**src/common/g729_pkg.sv**
```systemverilog
package g729_pkg;

	//////////////////////////////////////////////////
	// Data widths and constants
	//////////////////////////////////////////////////

	localparam int WORD16 = 16;
	localparam int WORD32 = 32;

	// Cosine table and slope entries
	localparam int TABLE_DEPTH = 64;

	localparam logic [WORD32-1:0] ROUND_CONST = 32'h0000_8000;

	localparam int LSF_SHIFT = 3;
	localparam int IND_SHIFT = 8;

	// Scratch address width carried in the memory structs
	localparam int MEM_ADDR_WIDTH = 12;

	//////////////////////////////////////////////////
	// Sequencer states
	//////////////////////////////////////////////////

	typedef enum logic [3:0] {
		IDLE,
		CHECK,
		FETCH,
		COMPARE,
		DEC_IND,
		INTERP,
		SHIFT,
		STORE,
		NEXT
	} lsp_state_e;

	//////////////////////////////////////////////////
	// Request and response bundles
	//////////////////////////////////////////////////

	// Operand pairs, one per basic operator
	typedef struct packed {
		logic [WORD16-1:0] add_a;
		logic [WORD16-1:0] add_b;
		logic [WORD16-1:0] sub_a;
		logic [WORD16-1:0] sub_b;
		logic [WORD16-1:0] shl_var;
		logic [WORD16-1:0] shl_amt;
		logic [WORD32-1:0] l_add_a;
		logic [WORD32-1:0] l_add_b;
		logic [WORD16-1:0] l_mult_a;
		logic [WORD16-1:0] l_mult_b;
	} arith_req_t;

	typedef struct packed {
		logic [WORD16-1:0] add;
		logic [WORD16-1:0] sub;
		logic [WORD16-1:0] shl;
		logic [WORD32-1:0] l_add;
		logic [WORD32-1:0] l_mult;
	} arith_rsp_t;

	typedef struct packed {
		logic              start;
		logic [WORD32-1:0] value;
		logic [WORD16-1:0] shift;
	} lshl_req_t;

	typedef struct packed {
		logic              done;
		logic [WORD32-1:0] result;
	} lshl_rsp_t;

	// Engine side of the scratch RAM
	typedef struct packed {
		logic [MEM_ADDR_WIDTH-1:0] read_addr;
		logic [MEM_ADDR_WIDTH-1:0] write_addr;
		logic [WORD32-1:0]         write_data;
		logic                      write_en;
	} mem_req_t;

	typedef struct packed {
		logic                      we;
		logic [MEM_ADDR_WIDTH-1:0] addr;
		logic [WORD32-1:0]         wdata;
	} host_req_t;

endpackage

```
**src/lsp_lsf/lsp_lsf.sv**
```systemverilog
`timescale 1ns/1ps

module lsp_lsf
	import g729_pkg::*;
#(
	parameter int ORDER      = 10,
	parameter int ADDR_WIDTH = 12
) (
	input  logic                  clock,
	input  logic                  reset,
	input  logic                  start,
	output logic                  done,
	input  logic [ADDR_WIDTH-1:0] lsp_base,
	input  logic [ADDR_WIDTH-1:0] lsf_base,
	output mem_req_t              mem_req,
	input  logic [WORD32-1:0]     mem_rdata,
	output logic [5:0]            rom_index,
	input  logic [WORD32-1:0]     rom_data,
	output arith_req_t            arith_req,
	input  arith_rsp_t            arith_rsp,
	output lshl_req_t             lshl_req,
	input  lshl_rsp_t             lshl_rsp
);

	lsp_state_e state_q, state_d;

	// Coefficient index, goes to -1 when the run is over
	logic signed [4:0] i_q;
	logic [5:0]        ind_q;
	logic              shift_issued_q;

	logic [WORD16-1:0] diff_q;
	logic [WORD16-1:0] ind_shl_q;
	logic [WORD16-1:0] rounded_q;

	logic [WORD16-1:0] lsp_val;
	logic [WORD16-1:0] table_val;
	logic [WORD16-1:0] slope_val;

	assign lsp_val   = mem_rdata[WORD16-1:0];
	assign table_val = rom_data[WORD16-1:0];
	assign slope_val = rom_data[WORD32-1:WORD16];

	//////////////////////////////////////////////////
	// Operand routing
	//////////////////////////////////////////////////

	always_comb begin
		arith_req = '0;
		// lsf = add(round(...), shl(ind, 8))
		arith_req.add_a    = rounded_q;
		arith_req.add_b    = ind_shl_q;
		arith_req.shl_var  = {10'b0, ind_q};
		arith_req.shl_amt  = WORD16'(IND_SHIFT);
		arith_req.l_add_a  = lshl_rsp.result;
		arith_req.l_add_b  = ROUND_CONST;
		arith_req.l_mult_a = diff_q;
		arith_req.l_mult_b = slope_val;
		// Only the subtractor is shared between states
		case (state_q)
			COMPARE: begin
				arith_req.sub_a = table_val;
				arith_req.sub_b = lsp_val;
			end
			DEC_IND: begin
				arith_req.sub_a = {10'b0, ind_q};
				arith_req.sub_b = 16'd1;
			end
			INTERP: begin
				arith_req.sub_a = lsp_val;
				arith_req.sub_b = table_val;
			end
			NEXT: begin
				arith_req.sub_a = {{11{i_q[4]}}, i_q};
				arith_req.sub_b = 16'd1;
			end
			default: ;
		endcase
	end

	//////////////////////////////////////////////////
	// Next state and memory control
	//////////////////////////////////////////////////

	always_comb begin
		state_d = state_q;
		done    = 1'b0;
		// Low 4 address bits select the coefficient
		mem_req.read_addr  = MEM_ADDR_WIDTH'({lsp_base[ADDR_WIDTH-1:4], i_q[3:0]});
		mem_req.write_addr = MEM_ADDR_WIDTH'({lsf_base[ADDR_WIDTH-1:4], i_q[3:0]});
		mem_req.write_data = {{WORD16{1'b0}}, arith_rsp.add};
		mem_req.write_en   = 1'b0;
		rom_index      = ind_q;
		lshl_req.start = 1'b0;
		lshl_req.value = arith_rsp.l_mult;
		lshl_req.shift = WORD16'(LSF_SHIFT);
		case (state_q)
			IDLE: begin
				if (start) begin
					state_d = CHECK;
				end
			end
			CHECK: begin
				if (i_q[4]) begin
					done    = 1'b1;
					state_d = IDLE;
				end else begin
					state_d = FETCH;
				end
			end
			// Wait for the ROM and scratch read data
			FETCH: state_d = COMPARE;
			COMPARE: begin
				// Entry 0 ends the search
				if (arith_rsp.sub[WORD16-1] && ind_q != 6'd0) begin
					state_d = DEC_IND;
				end else begin
					state_d = INTERP;
				end
			end
			DEC_IND: state_d = FETCH;
			INTERP: state_d = SHIFT;
			SHIFT: begin
				if (!shift_issued_q) begin
					lshl_req.start = 1'b1;
				end else if (lshl_rsp.done) begin
					state_d = STORE;
				end
			end
			STORE: begin
				mem_req.write_en = 1'b1;
				state_d          = NEXT;
			end
			NEXT: state_d = CHECK;
			default: state_d = IDLE;
		endcase
	end

	always_ff @(posedge clock) begin
		if (reset) begin
			state_q        <= IDLE;
			i_q            <= 5'(ORDER - 1);
			ind_q          <= 6'(TABLE_DEPTH - 1);
			shift_issued_q <= 1'b0;
		end else begin
			state_q <= state_d;
			// Counters restart for the next run
			if (state_q == CHECK && i_q[4]) begin
				i_q   <= 5'(ORDER - 1);
				ind_q <= 6'(TABLE_DEPTH - 1);
			end
			if (state_q == DEC_IND) begin
				ind_q <= arith_rsp.sub[5:0];
			end
			if (state_q == NEXT) begin
				i_q <= arith_rsp.sub[4:0];
			end
			if (state_q == SHIFT && !shift_issued_q) begin
				shift_issued_q <= 1'b1;
			end else if (state_q == SHIFT && lshl_rsp.done) begin
				shift_issued_q <= 1'b0;
			end
		end
	end

	// Interpolation operands and the rounded product
	always_ff @(posedge clock) begin
		if (state_q == INTERP) begin
			diff_q    <= arith_rsp.sub;
			ind_shl_q <= arith_rsp.shl;
		end
		if (state_q == SHIFT && lshl_rsp.done) begin
			rounded_q <= arith_rsp.l_add[WORD32-1:WORD16];
		end
	end

endmodule

```
**config.mk**
```make
export PLATFORM = sky130hd
export DESIGN_NAME = lsp_lsf
export DESIGN_NICKNAME = d
export VERILOG_FILES = /design/src/common/g729_pkg.sv /design/src/lsp_lsf/lsp_lsf.sv
export SDC_FILE = /design/constraint.sdc
export NUM_CORES = 1
export LEC_CHECK = 0
export BUFFER_PORTS_ARGS = -buffer_cell sky130_fd_sc_hd__clkbuf_2
export CORE_AREA = 5 5 205 207
export CTS_BUF_LIST = sky130_fd_sc_hd__clkbuf_4
export CTS_CLUSTER_SIZE = 8
export DETAILED_ROUTE_END_ITERATION = 10
export DIE_AREA = 0 0 210 212
export GPL_TIMING_DRIVEN = 1
export SYNTH_ARGS = -nofsm -noshare
export SYNTH_HDL_FRONTEND = slang
export SYNTH_SLANG_ARGS = --single-unit
```
**constraint.sdc**
```tcl
create_clock -name clock -period 1.6 [get_ports clock]
set_input_delay 0.24 -clock clock [delete_from_list [all_inputs] [get_ports clock]]
set_output_delay 0.24 -clock clock [all_outputs]
set_load 0.03 [all_outputs]
```
* Word-level counts from Yosys, hierarchy flattened
Cells that the tools add are included.
** Storage, ports and cells
- Bits in registers :: 64
- Output and inout bits :: 305
- Input port bits :: 236
- Word-level logic and storage cells :: 47
** Operators by class
- Eq/ne operators :: 11
- Reduce and logical (&&, ||, !) cells :: 11
- Mux-type cells :: 18
** Operator list (count)
- one-hot mux 32 bit (4 select lines) :: 1
- one-hot mux 4 bit (9 select lines) :: 1
- equality test 4 x 3 -> 1 bit, second input constant :: 4
- 2-to-1 mux 4 bit :: 3
- 2-to-1 mux 6 bit :: 2
- 2-to-1 mux 5 bit :: 2
- equality test 4 x 2 -> 1 bit, second input constant :: 2
- 2-to-1 mux 1 bit :: 8
- inequality test 2 bit, second input constant :: 3
- nonzero test 2 bit :: 3
- nonzero test 6 bit :: 1
- equality test 4 x 1 -> 1 bit, second input constant :: 1
- equality test 4 bit, second input constant :: 1
- logical AND 1 bit :: 4
- logical NOT 4 bit :: 1
- AND reduction 3 bit :: 1
- 2-to-1 mux 2 bit :: 1
- logical NOT 1 bit :: 1

* Logic depth before layout (Yosys ltp)
Gate-level depths: netlist of run 1.
- Depth after elaboration :: 4
- Gate-level depth with buffers :: 6
- Mapped depth without buffers :: 3

* Worst setup path after synthesis of run 1
Ideal clock, no wire load.
- Path kind :: register to output
- Start point :: reg state_q[1]
- End point :: out arith_req[144] in the netlist's numbering
- Buffers on the path :: 1
- Cell stages (with the launch flop) :: 5
- Data required time :: 1.360 ns
- Setup slack :: -0.197 ns
- Arrival :: 1.557 ns
- Cell sequence :: dfxtp_1 buf_2 nor2_2 nand2_1 o21ai_0
** RTL lines
- from (decl) :: RTL line lsp_lsf.sv:25 : lsp_state_e state_q, state_d;
- from (signal assigned) :: RTL line lsp_lsf.sv:146 : state_q <= state_d;
- to (decl) :: RTL line lsp_lsf.sv:19 : output arith_req_t arith_req,

==> metrics.md, run 1 <==
| Metric | Value |
|---|---|
| Outcome | `finished, violations left` |
| Violated checks | `setup timing` |
| Chip Height | `212 microns` |
| Synth-to-Final Area Change | `38.7%` |
| Crit Path Max Fanout | `10` |
| Setup repair after global routing missed its margin | `true` |
| Synth area leaders | `buf_4 38%, edfxtp_1 33%, dfxtp_1 7.4%, a22o_1 3.0%, a22oi_1 2.8%` |
| Setup TNS | `-14.15 ns` |
| Cts bufs inserted | `9` |
| Synth Flop Type | `edfxtp_1` |
| Worst min-delay path class | `input pin to flop` |
| GP Congestion | `0.908` |
| Gr usage total | `7.62%` |
| Final worst slack | `-0.463 ns` |
| Maximum clock frequency | `0.485 GHz` |
| Hold Violations, Final | `0` |
| Crit Path Class | `flop to primary output` |
| CP bufs+invs | `3` |
| Final Net Count | `782` |
| FF+latch count, synth | `64` |
| Critical path origin | `state_q[1]` |
| GRT overflow | `0` |
| Most used cell, CP | `buf_8` |
| Root buf cell | `clkbuf_4` |
| Syn avg cell area | `10.5 sq um` |
| Largest family of logic cells by synthesized area | `buffers and inverters` |
| Core area | `40200 sq um` |
| Die width | `210 microns` |
| Final setup skew | `0.0196 ns` |
| Setup violators final | `53` |
| Worst path max stage delay | `0.35 ns` |
| Power Total | `between 4 and 5 mW` |
| HP Start | `arith_rsp[77]` |
| Xor/xnor cell area share of the yosys netlist | `0%` |
| Max Cap Violations | `0` |
| CTS Sinks | `64` |
| Largest net degree at the start of global routing | `23` |
| VDD IR max | `approximately 0.32 mV` |
| Synth cell types | `42` |
| Post-synth ARST share | `0%` |
| Setup crit end kind | `primary output` |
| Clk slew on worst S/H paths | `0.12 ns` |
| Top-area cell type share of the netlist area | `38.0%` |
| CP delay by family, top | `buffers and inverters` |
| Die Footprint | `44500 sq um` |
| Slowest cell on crit path | `dfxtp_2` |
| Detail Placement HPWL | `16100 microns` |
| Seq/Total Area, Yosys | `40.7%` |
| Slew Limit Fails | `0` |
| Final Critical Period | `2.06 ns` |
| DRT Wirelength | `19200 microns` |
| Rows | `between 70 and 80` |
| Most frequent cells in the layout | `151 x clkbuf_2, 90 x conb_1, 48 x edfxtp_1` |
| Residual DRC | `0` |
| Detailed Routing Iterations Pass 1 | `4` |
| WP data required | `1.36 ns` |
| Starting density of the core | `10.8%` |
| EDFF count, synth | `48` |
| Adder-Cell Fraction of Synth Area | `0%` |
| IO Port Bufs | `186` |
| Synth area leader | `buf_4` |
| Clk_lat worst skew | `0.41 ns` |
| Crit path cell chain | `buf_4, and4bb_4, buf_8, a22oi_1, nand2_4, buf_8` |
| Max Root-Sink Buffers | `2` |
| Commonest non-fill, non-tap cell in the layout | `clkbuf_2` |
| I/O pin total | `approximately 540` |
| Wire per inst | `17.7 microns` |
| Cells after Synth | `410` |
| Vias | `~3300` |
| CTS H-tree depth | `3` |
| CTS tree | `built` |
| Post-route clock period utilization | `129%` |
| First-pass GRT wire length | `approximately 24000 microns` |
| Synth Area in Simple Gates | `under 10%` |
| R2r startpoint | `state_q[1]` |
| Vias/cell | `3.04` |
| Post-synthesis compound-gate area fraction | `11.4%` |
| P per Cell Area | `706 nW/um^2` |
| DRT antenna net count | `0` |
| Share of cells above drive strength 1 | `roughly 53%` |
| Startpoint Class | `flop` |
| Crit path DAT | `approximately 1.8 ns` |
| Fin Hold WS | `0.0197 ns` |
| Mapped cell area | `around 4300 sq um` |
| LEAKAGE | `2.55 nW` |
| Vias in the first global route | `3150` |
| Initial antenna violation count | `1` |
| Mux cell area share after synthesis | `1.19%` |
| Initial drt markers | `159` |
| Syn. warnings | `0` |
[power breakdown]
group	total, mW	switching (mW)	internal (mW)
logic	1.47	0.884	0.584
clock network	0.919	0.600	0.319
registers	1.85	0.0308	1.82
[state kept, by name, summed over array words and instances (netlist names)]
register,count
diff_q,16
i_q,5
ind_shl_q,16
rom_index,6
rounded_q,16
shift_issued_q,1
state_q,4
[metrics by stage]
step	util (%)	instance area (sq um)	setup WS, ns	std cells
2_1_floorplan	-	4700	-0.190	498
3_3_place_gp	12.3	4930	-0.130	1023
3_5_place_dp	12.3	4930	-0.136	1023
4_1_cts	14.5	5810	-0.506	1079
5_1_grt	14.9	6000	-0.545	1084
6_report	14.9	6000	-0.463	1084
[synth_stat cells (2+ instances only)]
| cell | number |
|---|---|
| buf_4 | 219 |
| edfxtp_1 | 48 |
| nand2_1 | 17 |
| a22oi_1 | 16 |
| dfxtp_1 | 16 |
| a22o_1 | 15 |
| buf_2 | 9 |
| o32a_1 | 8 |
| nor2b_1 | 5 |
| o21ai_0 | 5 |
| inv_1 | 4 |
| mux2i_1 | 4 |
| a32o_1 | 3 |
| and2_1 | 3 |
| nand3_1 | 3 |
| nor3_1 | 3 |
| a211oi_1 | 2 |
| and3_1 | 2 |
| and4bb_2 | 2 |
| conb_1 | 2 |
| nor2_1 | 2 |
| o211ai_1 | 2 |
[layout make-up]
type,count,area [sq um]
antenna,1,2.50
clock buffer,9,67.6
clock inverter,7,46.3
fill,4475,34200
inverter,4,15.0
multi-input combinational,200,1380
sequential,64,1770
tap,532,666
timing repair buffer,267,2050
[worst paths after layout]
path / endpoint / slack (ns) / depth (start not counted)
hold reg to reg: shift_issued_q / 0.57 / 1
setup reg to reg: state_q[0] / -0.09 / 8
setup / recovery: arith_req[153] / -0.46 / 6
hold / removal: ind_shl_q[13] / 0.02 / 1
[repair_timing]
action	4_1_cts	5_1_grt
hold buffers	31	0
gates resized for setup	97	46
buffers inserted	8	3
gates cloned	1	2
pin swaps	10	15
endpoints found under the hold margin	31	0
endpoints found under the setup margin	42	52
[layer usage]
layer / up-vias / GRT usage [%] / part of all wire [%]
met5: - / 0.862 / 0.24
met3: 69 / 5.12 / 18
met2: 350 / 13.3 / 49
met1: 1474 / 6.35 / 28
li1: 1396 / - / -
met4: 2 / 4.50 / 5.0
[cells by family (layout without fill, tap and decap cells)]
logic type / Yosys count / count (layout)
multiplexers: 5 / 5
AND/OR/NAND/NOR: 46 / 46
flip-flops: 64 / 64
buffers and inverters: 234 / 287
other: 2 / 91
AO/OA/AOI/OAI: 59 / 59
No activity file was read; power rests on OpenSTA's default activity.
==> inputs of run 2 (changes only) <==
Settings changed: PLACE_DENSITY set to 0.35.
==> metrics.md, run 2 (same netlist as run 1, synthesis figures left out) <==
| Metric | Value |
|---|---|
| Crit Path Class | `flop to primary output` |
| Startpoint Class | `flop` |
| Vias in the first global route | `3223 (+2.3%)` |
| Outcome | `finished, violations left` |
| Wire per inst | `17.7 microns (about the same)` |
| Post-route clock period utilization | `125% (-4.3 points)` |
| Maximum clock frequency | `0.501 GHz (+3.4%)` |
| Initial drt markers | `78 (-51%)` |
| Vias | `3259 (-0.97%)` |
| Rows | `74 (unchanged)` |
| Top flop regs | `diff_q x16, ind_shl_q x16, rounded_q x16` |
| CTS H-tree depth | `3 (unchanged)` |
| VDD IR max | `0.298 mV (-7.5%)` |
| Detail Placement HPWL | `15600 microns (-3.4%)` |
| Crit Path Max Fanout | `5 (-5)` |
| Sequential fraction of design power | `41.3% (-2.4 points)` |
| Clk_lat worst skew | `0.41 ns (about the same)` |
| R2r endpoint | `i_q[4]` |
| Residual DRC | `0 (unchanged)` |
| Final Net Count | `796 (+1.8%)` |
| R2R Setup Slk | `-0.07 ns (+0.02 ns)` |
| CP delay by family, top | `simple AND/OR/NAND/NOR gates` |
| Slew Limit Fails | `0 (unchanged)` |
| Fin Hold WS | `0.0418 ns (+0.0221 ns)` |
| Hold Violations, Final | `0 (unchanged)` |
| IO Port Bufs | `186 (unchanged)` |
| Switch share | `34.4% (-1.3 points)` |
| Die width | `210 microns (unchanged)` |
| Worst min-delay path class | `input pin to flop` |
| Chip Height | `212 microns (unchanged)` |
| Largest net degree at the start of global routing | `25 (+8.7%)` |
| Detailed Routing Iterations Pass 1 | `4 (unchanged)` |
| Vias/cell | `2.97 (-2.3%)` |
| R2r startpoint | `state_q[2]` |
| LEAKAGE | `2.65 nW (+3.8%)` |
| Starting density of the core | `10.8% (unchanged)` |
| M1 WL | `6180 microns (+14%)` |
| Setup crit end kind | `primary output` |
| Setup violators final | `45 (-15%)` |
| Hold path depth | `1 (unchanged)` |
| Clock group share of total power | `24.3% (+2.6 points)` |
| I/O pin total | `541 (unchanged)` |
| Initial antenna violation count | `3 (+2)` |
| DRT Wirelength | `19500 microns (+1.4%)` |
| Gr usage total | `7.74% (+0.12 points)` |
| WP data required | `1.36 ns (about the same)` |
| Worst path max stage delay | `0.42 ns (+0.07 ns)` |
| HP Start | `arith_rsp[85]` |
| Met2 wire length | `9470 microns (+1.3%)` |
| Share of cells above drive strength 1 | `53.8% (+0.63 points)` |
| Commonest non-fill, non-tap cell in the layout | `clkbuf_2` |
| Met3 wire length | `3190 microns (-7.1%)` |
| Max Cap Violations | `0 (unchanged)` |
| Cells on worst reg2reg path | `8 (unchanged)` |
| DRT antenna net count | `0 (unchanged)` |
| Max Root-Sink Buffers | `2 (unchanged)` |
| First-pass GRT wire length | `24700 microns (+3.5%)` |
| Final worst slack | `-0.395 ns (+0.0684 ns)` |
| Cts bufs inserted | `9 (unchanged)` |
| Setup repair after global routing missed its margin | `true` |
| Synth-to-Final Area Change | `43.8%` |
| CP bufs+invs | `3 (unchanged)` |
| Clk slew on worst S/H paths | `0.12 ns (about the same)` |
| Most frequent cells in the layout | `151 x clkbuf_2, 90 x conb_1, 48 x edfxtp_1` |
| Slowest cell on crit path | `and4bb_4` |
| Core area | `40200 sq um (unchanged)` |
| GP Congestion | `0.741 (-18%)` |
| Sw power | `1.55 mW (+2.1%)` |
| GRT overflow | `0 (unchanged)` |
| CTS Sinks | `64 (unchanged)` |
| Crit path cell chain | `and4bb_4, buf_12, buf_16, a22o_1, buf_8` |
| Final setup skew | `0.00980 ns (-0.00982 ns)` |
| Die Footprint | `44500 sq um (unchanged)` |
| Root buf cell | `clkbuf_4` |
| Crit path DAT | `1.76 ns (-0.06 ns)` |
| Violated checks | `setup timing` |
| Power share of the combinational group | `34.3% (-0.3 points)` |
| Worst Hold Path EP | `diff_q[5]` |
| Final Critical Period | `2.00 ns (-0.0684 ns)` |
| Internal | `2.95 mW (+8.2%)` |
| Highest routed metal layer | `met4` |
| Power Total | `4.49 mW (+6.0%)` |
| P per Cell Area | `722 nW/um^2 (+2.3%)` |
| CTS tree | `built` |
[run 2: cell count changes in the layout (fill, tap and decap cells not counted), moves of 3 or more]
cell / change
dlygate4sd3_1: +9
nand2_2: +8
buf_6: +7
nand2_4: -6
buf_4: -4
buf_8: +4
clkbuf_4: -3
nor2b_1: -3
nor2b_2: +3
[run 2: repair_timing]
| item | in CTS | in global routing |
|---|---|---|
| setup endpoints to repair | 35 | 58 |
| buffers inserted | 13 | 9 |
| hold buffers | 38 | 2 |
| pin swaps | 24 | 18 |
| gates resized for setup | 102 | 63 |
| cloned | 2 | 3 |
| endpoints found under the hold margin | 38 | 2 |
[run 2: metrics by stage]
step,setup WS (ns),cells,utilization [%],instance area (sq um),TNS [ns]
after global routing,-0.501,1098,15.5,6220,-15.83
after CTS,-0.477,1085,14.7,5920,-14.98
after floorplan,-0.190,498,-,4700,-0.962
after global placement,-0.149,1017,12.1,4860,-2.33
after detailed placement,-0.171,1017,12.1,4860,-2.91
final,-0.395,1099,15.5,6220,-12.13
[run 2: power groups by stage]
stage                     sequential [mW]  clock [mW]  combinational [mW]
after floorplan                      1.91           0                1.41
final                                1.86        1.09                1.54
after global placement               1.88           0                1.11
after global routing                 1.86        1.23                1.64
after CTS                            1.86        1.17                1.44
after detailed placement             1.88           0                1.11
[run 2: metal layers]
layer  track usage, %  vias to the layer above
met5                0                        -
met4             3.33                        0
met1             7.20                     1466
li1                 -                     1421
met2             13.4                      323
met3             5.09                       49
[run 2: worst max-delay path by stage]
stage               start             end  slack (ns)  cells after the start
2_1_floorplan  state_q[1]  arith_req[144]       -0.19                      4
3_3_place_gp   state_q[0]  arith_req[147]       -0.15                      5
3_5_place_dp   state_q[0]  arith_req[147]       -0.17                      5
4_1_cts        state_q[2]  arith_req[141]       -0.48                      5
5_1_grt        state_q[3]  arith_req[137]       -0.50                      5
6_report       state_q[3]  arith_req[141]       -0.40                      5
[run 2: worst reg2reg max path: stages, from the launching register on]
cell     delay, ns
dfxtp_4       0.37
buf_6         0.12
buf_8         0.12
buf_6         0.11
buf_6         0.11
buf_6         0.11
buf_6         0.10
a211o_1       0.28
a32o_1        0.26
[run 2: layout make-up]
cell class	count	area, sq um
diodes	2	5.00
clock buffers	9	67.6
clock inverters	7	71.3
fillers	4540	34000
inverters	4	15.0
multi-input cells	200	1350
flip-flops and latches	64	1770
well taps	532	666
repair buffers	281	2280
==> inputs of run 3 (changes only) <==
Settings changed: CAP_MARGIN set to 20, CORE_AREA 5 5 205 207 to 5 5 204 206, DIE_AREA 0 0 210 212 to 0 0 209 211, PLACE_DENSITY 0.35 to 0.34, TNS_END_PERCENT set to 5.
Clock period 1.6 ns to 2.4 ns, I/O delays scaled along.
==> metrics.md, run 3 (same netlist as run 1, synthesis figures left out) <==
| Metric | Value |
|---|---|
| Outcome | `finished clean` |
| Crit Path Max Fanout | `10 (+5)` |
| Vias | `2943 (-9.7%)` |
| Final Critical Period | `2.27 ns` |
| Cts bufs inserted | `9 (unchanged)` |
| Die Footprint | `44100 sq um (-0.95%)` |
| Gr usage total | `7.31% (-0.43 points)` |
| Cells on worst reg2reg path | `3 (-5)` |
| Hold Buf Count CTS | `0 (-100%)` |
| CP bufs+invs | `3 (unchanged)` |
| Final Net Count | `718 (-9.8%)` |
| Setup repair after global routing missed its margin | `true` |
| Fin cells | `1013 (-7.8%)` |
| I/O pin total | `541 (unchanged)` |
| Synth-to-Final Area Change | `12.6%` |
| LEAKAGE | `2.13 nW (-20%)` |
| Worst path max stage delay | `0.36 ns (-0.06 ns)` |
| Slew Limit Fails | `0 (unchanged)` |
| Post-route clock period utilization | `94.7%` |
| CTS Sinks | `64 (unchanged)` |
| CTS tree | `built` |
| Setup violators final | `0 (-100%)` |
| Vias in the first global route | `2750 (-15%)` |
| R2R Setup Slk | `0.73 ns (+0.80 ns)` |
| Hold path depth | `1 (unchanged)` |
| Design Area, Final | `4870 sq um (-22%)` |
| WP data required | `2.04 ns (+0.68 ns)` |
| Worst min-delay path class | `input pin to flop` |
| Detail Placement HPWL | `15500 microns (-0.21%)` |
| Placed instance count | `996 (-2.1%)` |
| VDD IR max | `0.156 mV (-48%)` |
| Final setup skew | `0.0223 ns (+0.0125 ns)` |
| CP delay by family, top | `buffers and inverters` |
| Max Root-Sink Buffers | `2 (unchanged)` |
| CTS H-tree depth | `3 (unchanged)` |
| Clk slew on worst S/H paths | `0.12 ns (about the same)` |
| Slowest cell on crit path | `dfxtp_1` |
| Maximum clock frequency | `~0.44 GHz` |
| Hold Violations, Final | `0 (unchanged)` |
| Wire per inst | `17.5 microns (-1.1%)` |
| Final worst slack | `0.128 ns (+0.523 ns)` |
| Initial antenna violation count | `3 (unchanged)` |
| HP Start | `arith_rsp[69]` |
| Root buf cell | `clkbuf_4` |
| Fill cell count | `4576 (+0.79%)` |
| Startpoint Class | `flop` |
| Most used cell, CP | `nand2_1` |
| Vias/cell | `2.91 (-2.0%)` |
| GP Congestion | `0.734 (-0.94%)` |
| Crit path DAT | `1.91 ns (+0.15 ns)` |
| Largest net degree at the start of global routing | `24 (-4.0%)` |
| GRT overflow | `0 (unchanged)` |
| Initial drt markers | `133 (+71%)` |
| Most frequent cells in the layout | `184 x clkbuf_2, 90 x conb_1, 48 x edfxtp_1` |
| Share of cells above drive strength 1 | `47.4% (-6.4 points)` |
| R2r startpoint | `state_q[1]` |
| Worst Hold Path EP | `ind_shl_q[5]` |
| Setup crit end kind | `primary output` |
| Placed Area | `4690 sq um (-3.5%)` |
| Detailed Routing Iterations Pass 1 | `4 (unchanged)` |
| Crit path cell chain | `buf_4, nor4b_4, nand2_1, buf_6, nand2_1, clkbuf_2` |
| Core area | `39500 sq um (-1.8%)` |
| R2r endpoint | `diff_q[6]` |
| Residual DRC | `0 (unchanged)` |
| Rows | `73 (-1.4%)` |
| Clk_lat worst skew | `0.42 ns (about the same)` |
| Crit Path Class | `flop to primary output` |
| IO Port Bufs | `186 (unchanged)` |
| Die width | `209 microns (-0.48%)` |
| DRT antenna net count | `0 (unchanged)` |
| P per Cell Area | `550 nW/um^2 (-24%)` |
| Starting density of the core | `11.0% (+0.20 points)` |
| Setup TNS | `0 ns (+12.13 ns)` |
| Setup WS pre-CTS | `0.382 ns (+0.553 ns)` |
| Chip Height | `211 microns (-0.47%)` |
| Top flop regs | `diff_q x16, ind_shl_q x16, rounded_q x16` |
| First-pass GRT wire length | `22500 microns (-9.0%)` |
| DRT Wirelength | `17700 microns (-8.8%)` |
| Max Cap Violations | `0 (unchanged)` |
| Commonest non-fill, non-tap cell in the layout | `clkbuf_2` |
## run 3: cell count changes in the layout (fill, tap and decap cells not counted), moves of 6 or more
| cell | before | now |
|---|---|---|
| dlygate4sd3_1 | 40 | 0 |
| buf_8 | 20 | 0 |
| nand2_1 | 4 | 16 |
| nand2_2 | 11 | 1 |
| buf_4 | 31 | 13 |
| clkbuf_8 | 7 | 1 |
| buf_12 | 8 | 2 |
| clkbuf_2 | 151 | 184 |
| a22oi_1 | 8 | 15 |
| a22oi_2 | 8 | 1 |
| buf_6 | 20 | 2 |
## run 3: per-layer routing
metal	routed length [microns]	track usage [%]	share of wire [%]
met5	43	0.754	0.24
met4	570	3.20	3.2
met3	2950	5.03	17
met2	8500	12.4	48
met1	5690	6.78	32
## run 3: cell type report
cell class,instances,area (sq um),share of cell area [%]
multi-input combinational,200,1190,24.5
clock buffer,10,75.1,1.54
timing repair buffer,203,1100,22.6
tap,525,657,13.5
clock inverter,6,60.1,1.23
sequential,64,1760,36.2
inverter,4,15.0,0.308
antenna,1,2.50,0.0514
## run 3: worst max-delay path by stage
stage	startpoint	end	slack [ns]	cells after the start
after global placement	state_q[1]	arith_req[147]	0.37	5
after CTS	state_q[2]	arith_req[149]	0.006	5
final	state_q[0]	arith_req[159]	0.13	6
after detailed placement	state_q[1]	arith_req[147]	0.38	5
after global routing	state_q[2]	arith_req[149]	-0.01	5
after floorplan	state_q[1]	arith_req[144]	0.48	4
## run 3: timing repair
action,4_1_cts,5_1_grt
endpoints found under the setup margin,26,9
buffers inserted,0,0
pin swaps,1,0
gates resized for setup,11,1
hold endpoints to repair,0,0
## run 3: report_power, final
group	internal [mW]	switching, mW
Clock	0.324	0.408
Combinational	0.199	0.519
Sequential	1.21	0.0196
## run 3: through the flow
step / total power [mW] / util, % / hold slack, ns
2_1_floorplan: 2.21 / - / 0.450
3_3_place_gp: 1.97 / 11.9 / 0.498
3_5_place_dp: 1.97 / 11.9 / 0.504
4_1_cts: 2.75 / 12.3 / 0.0557
5_1_grt: 2.81 / 12.3 / 0.0705
6_report: 2.68 / 12.3 / 0.111
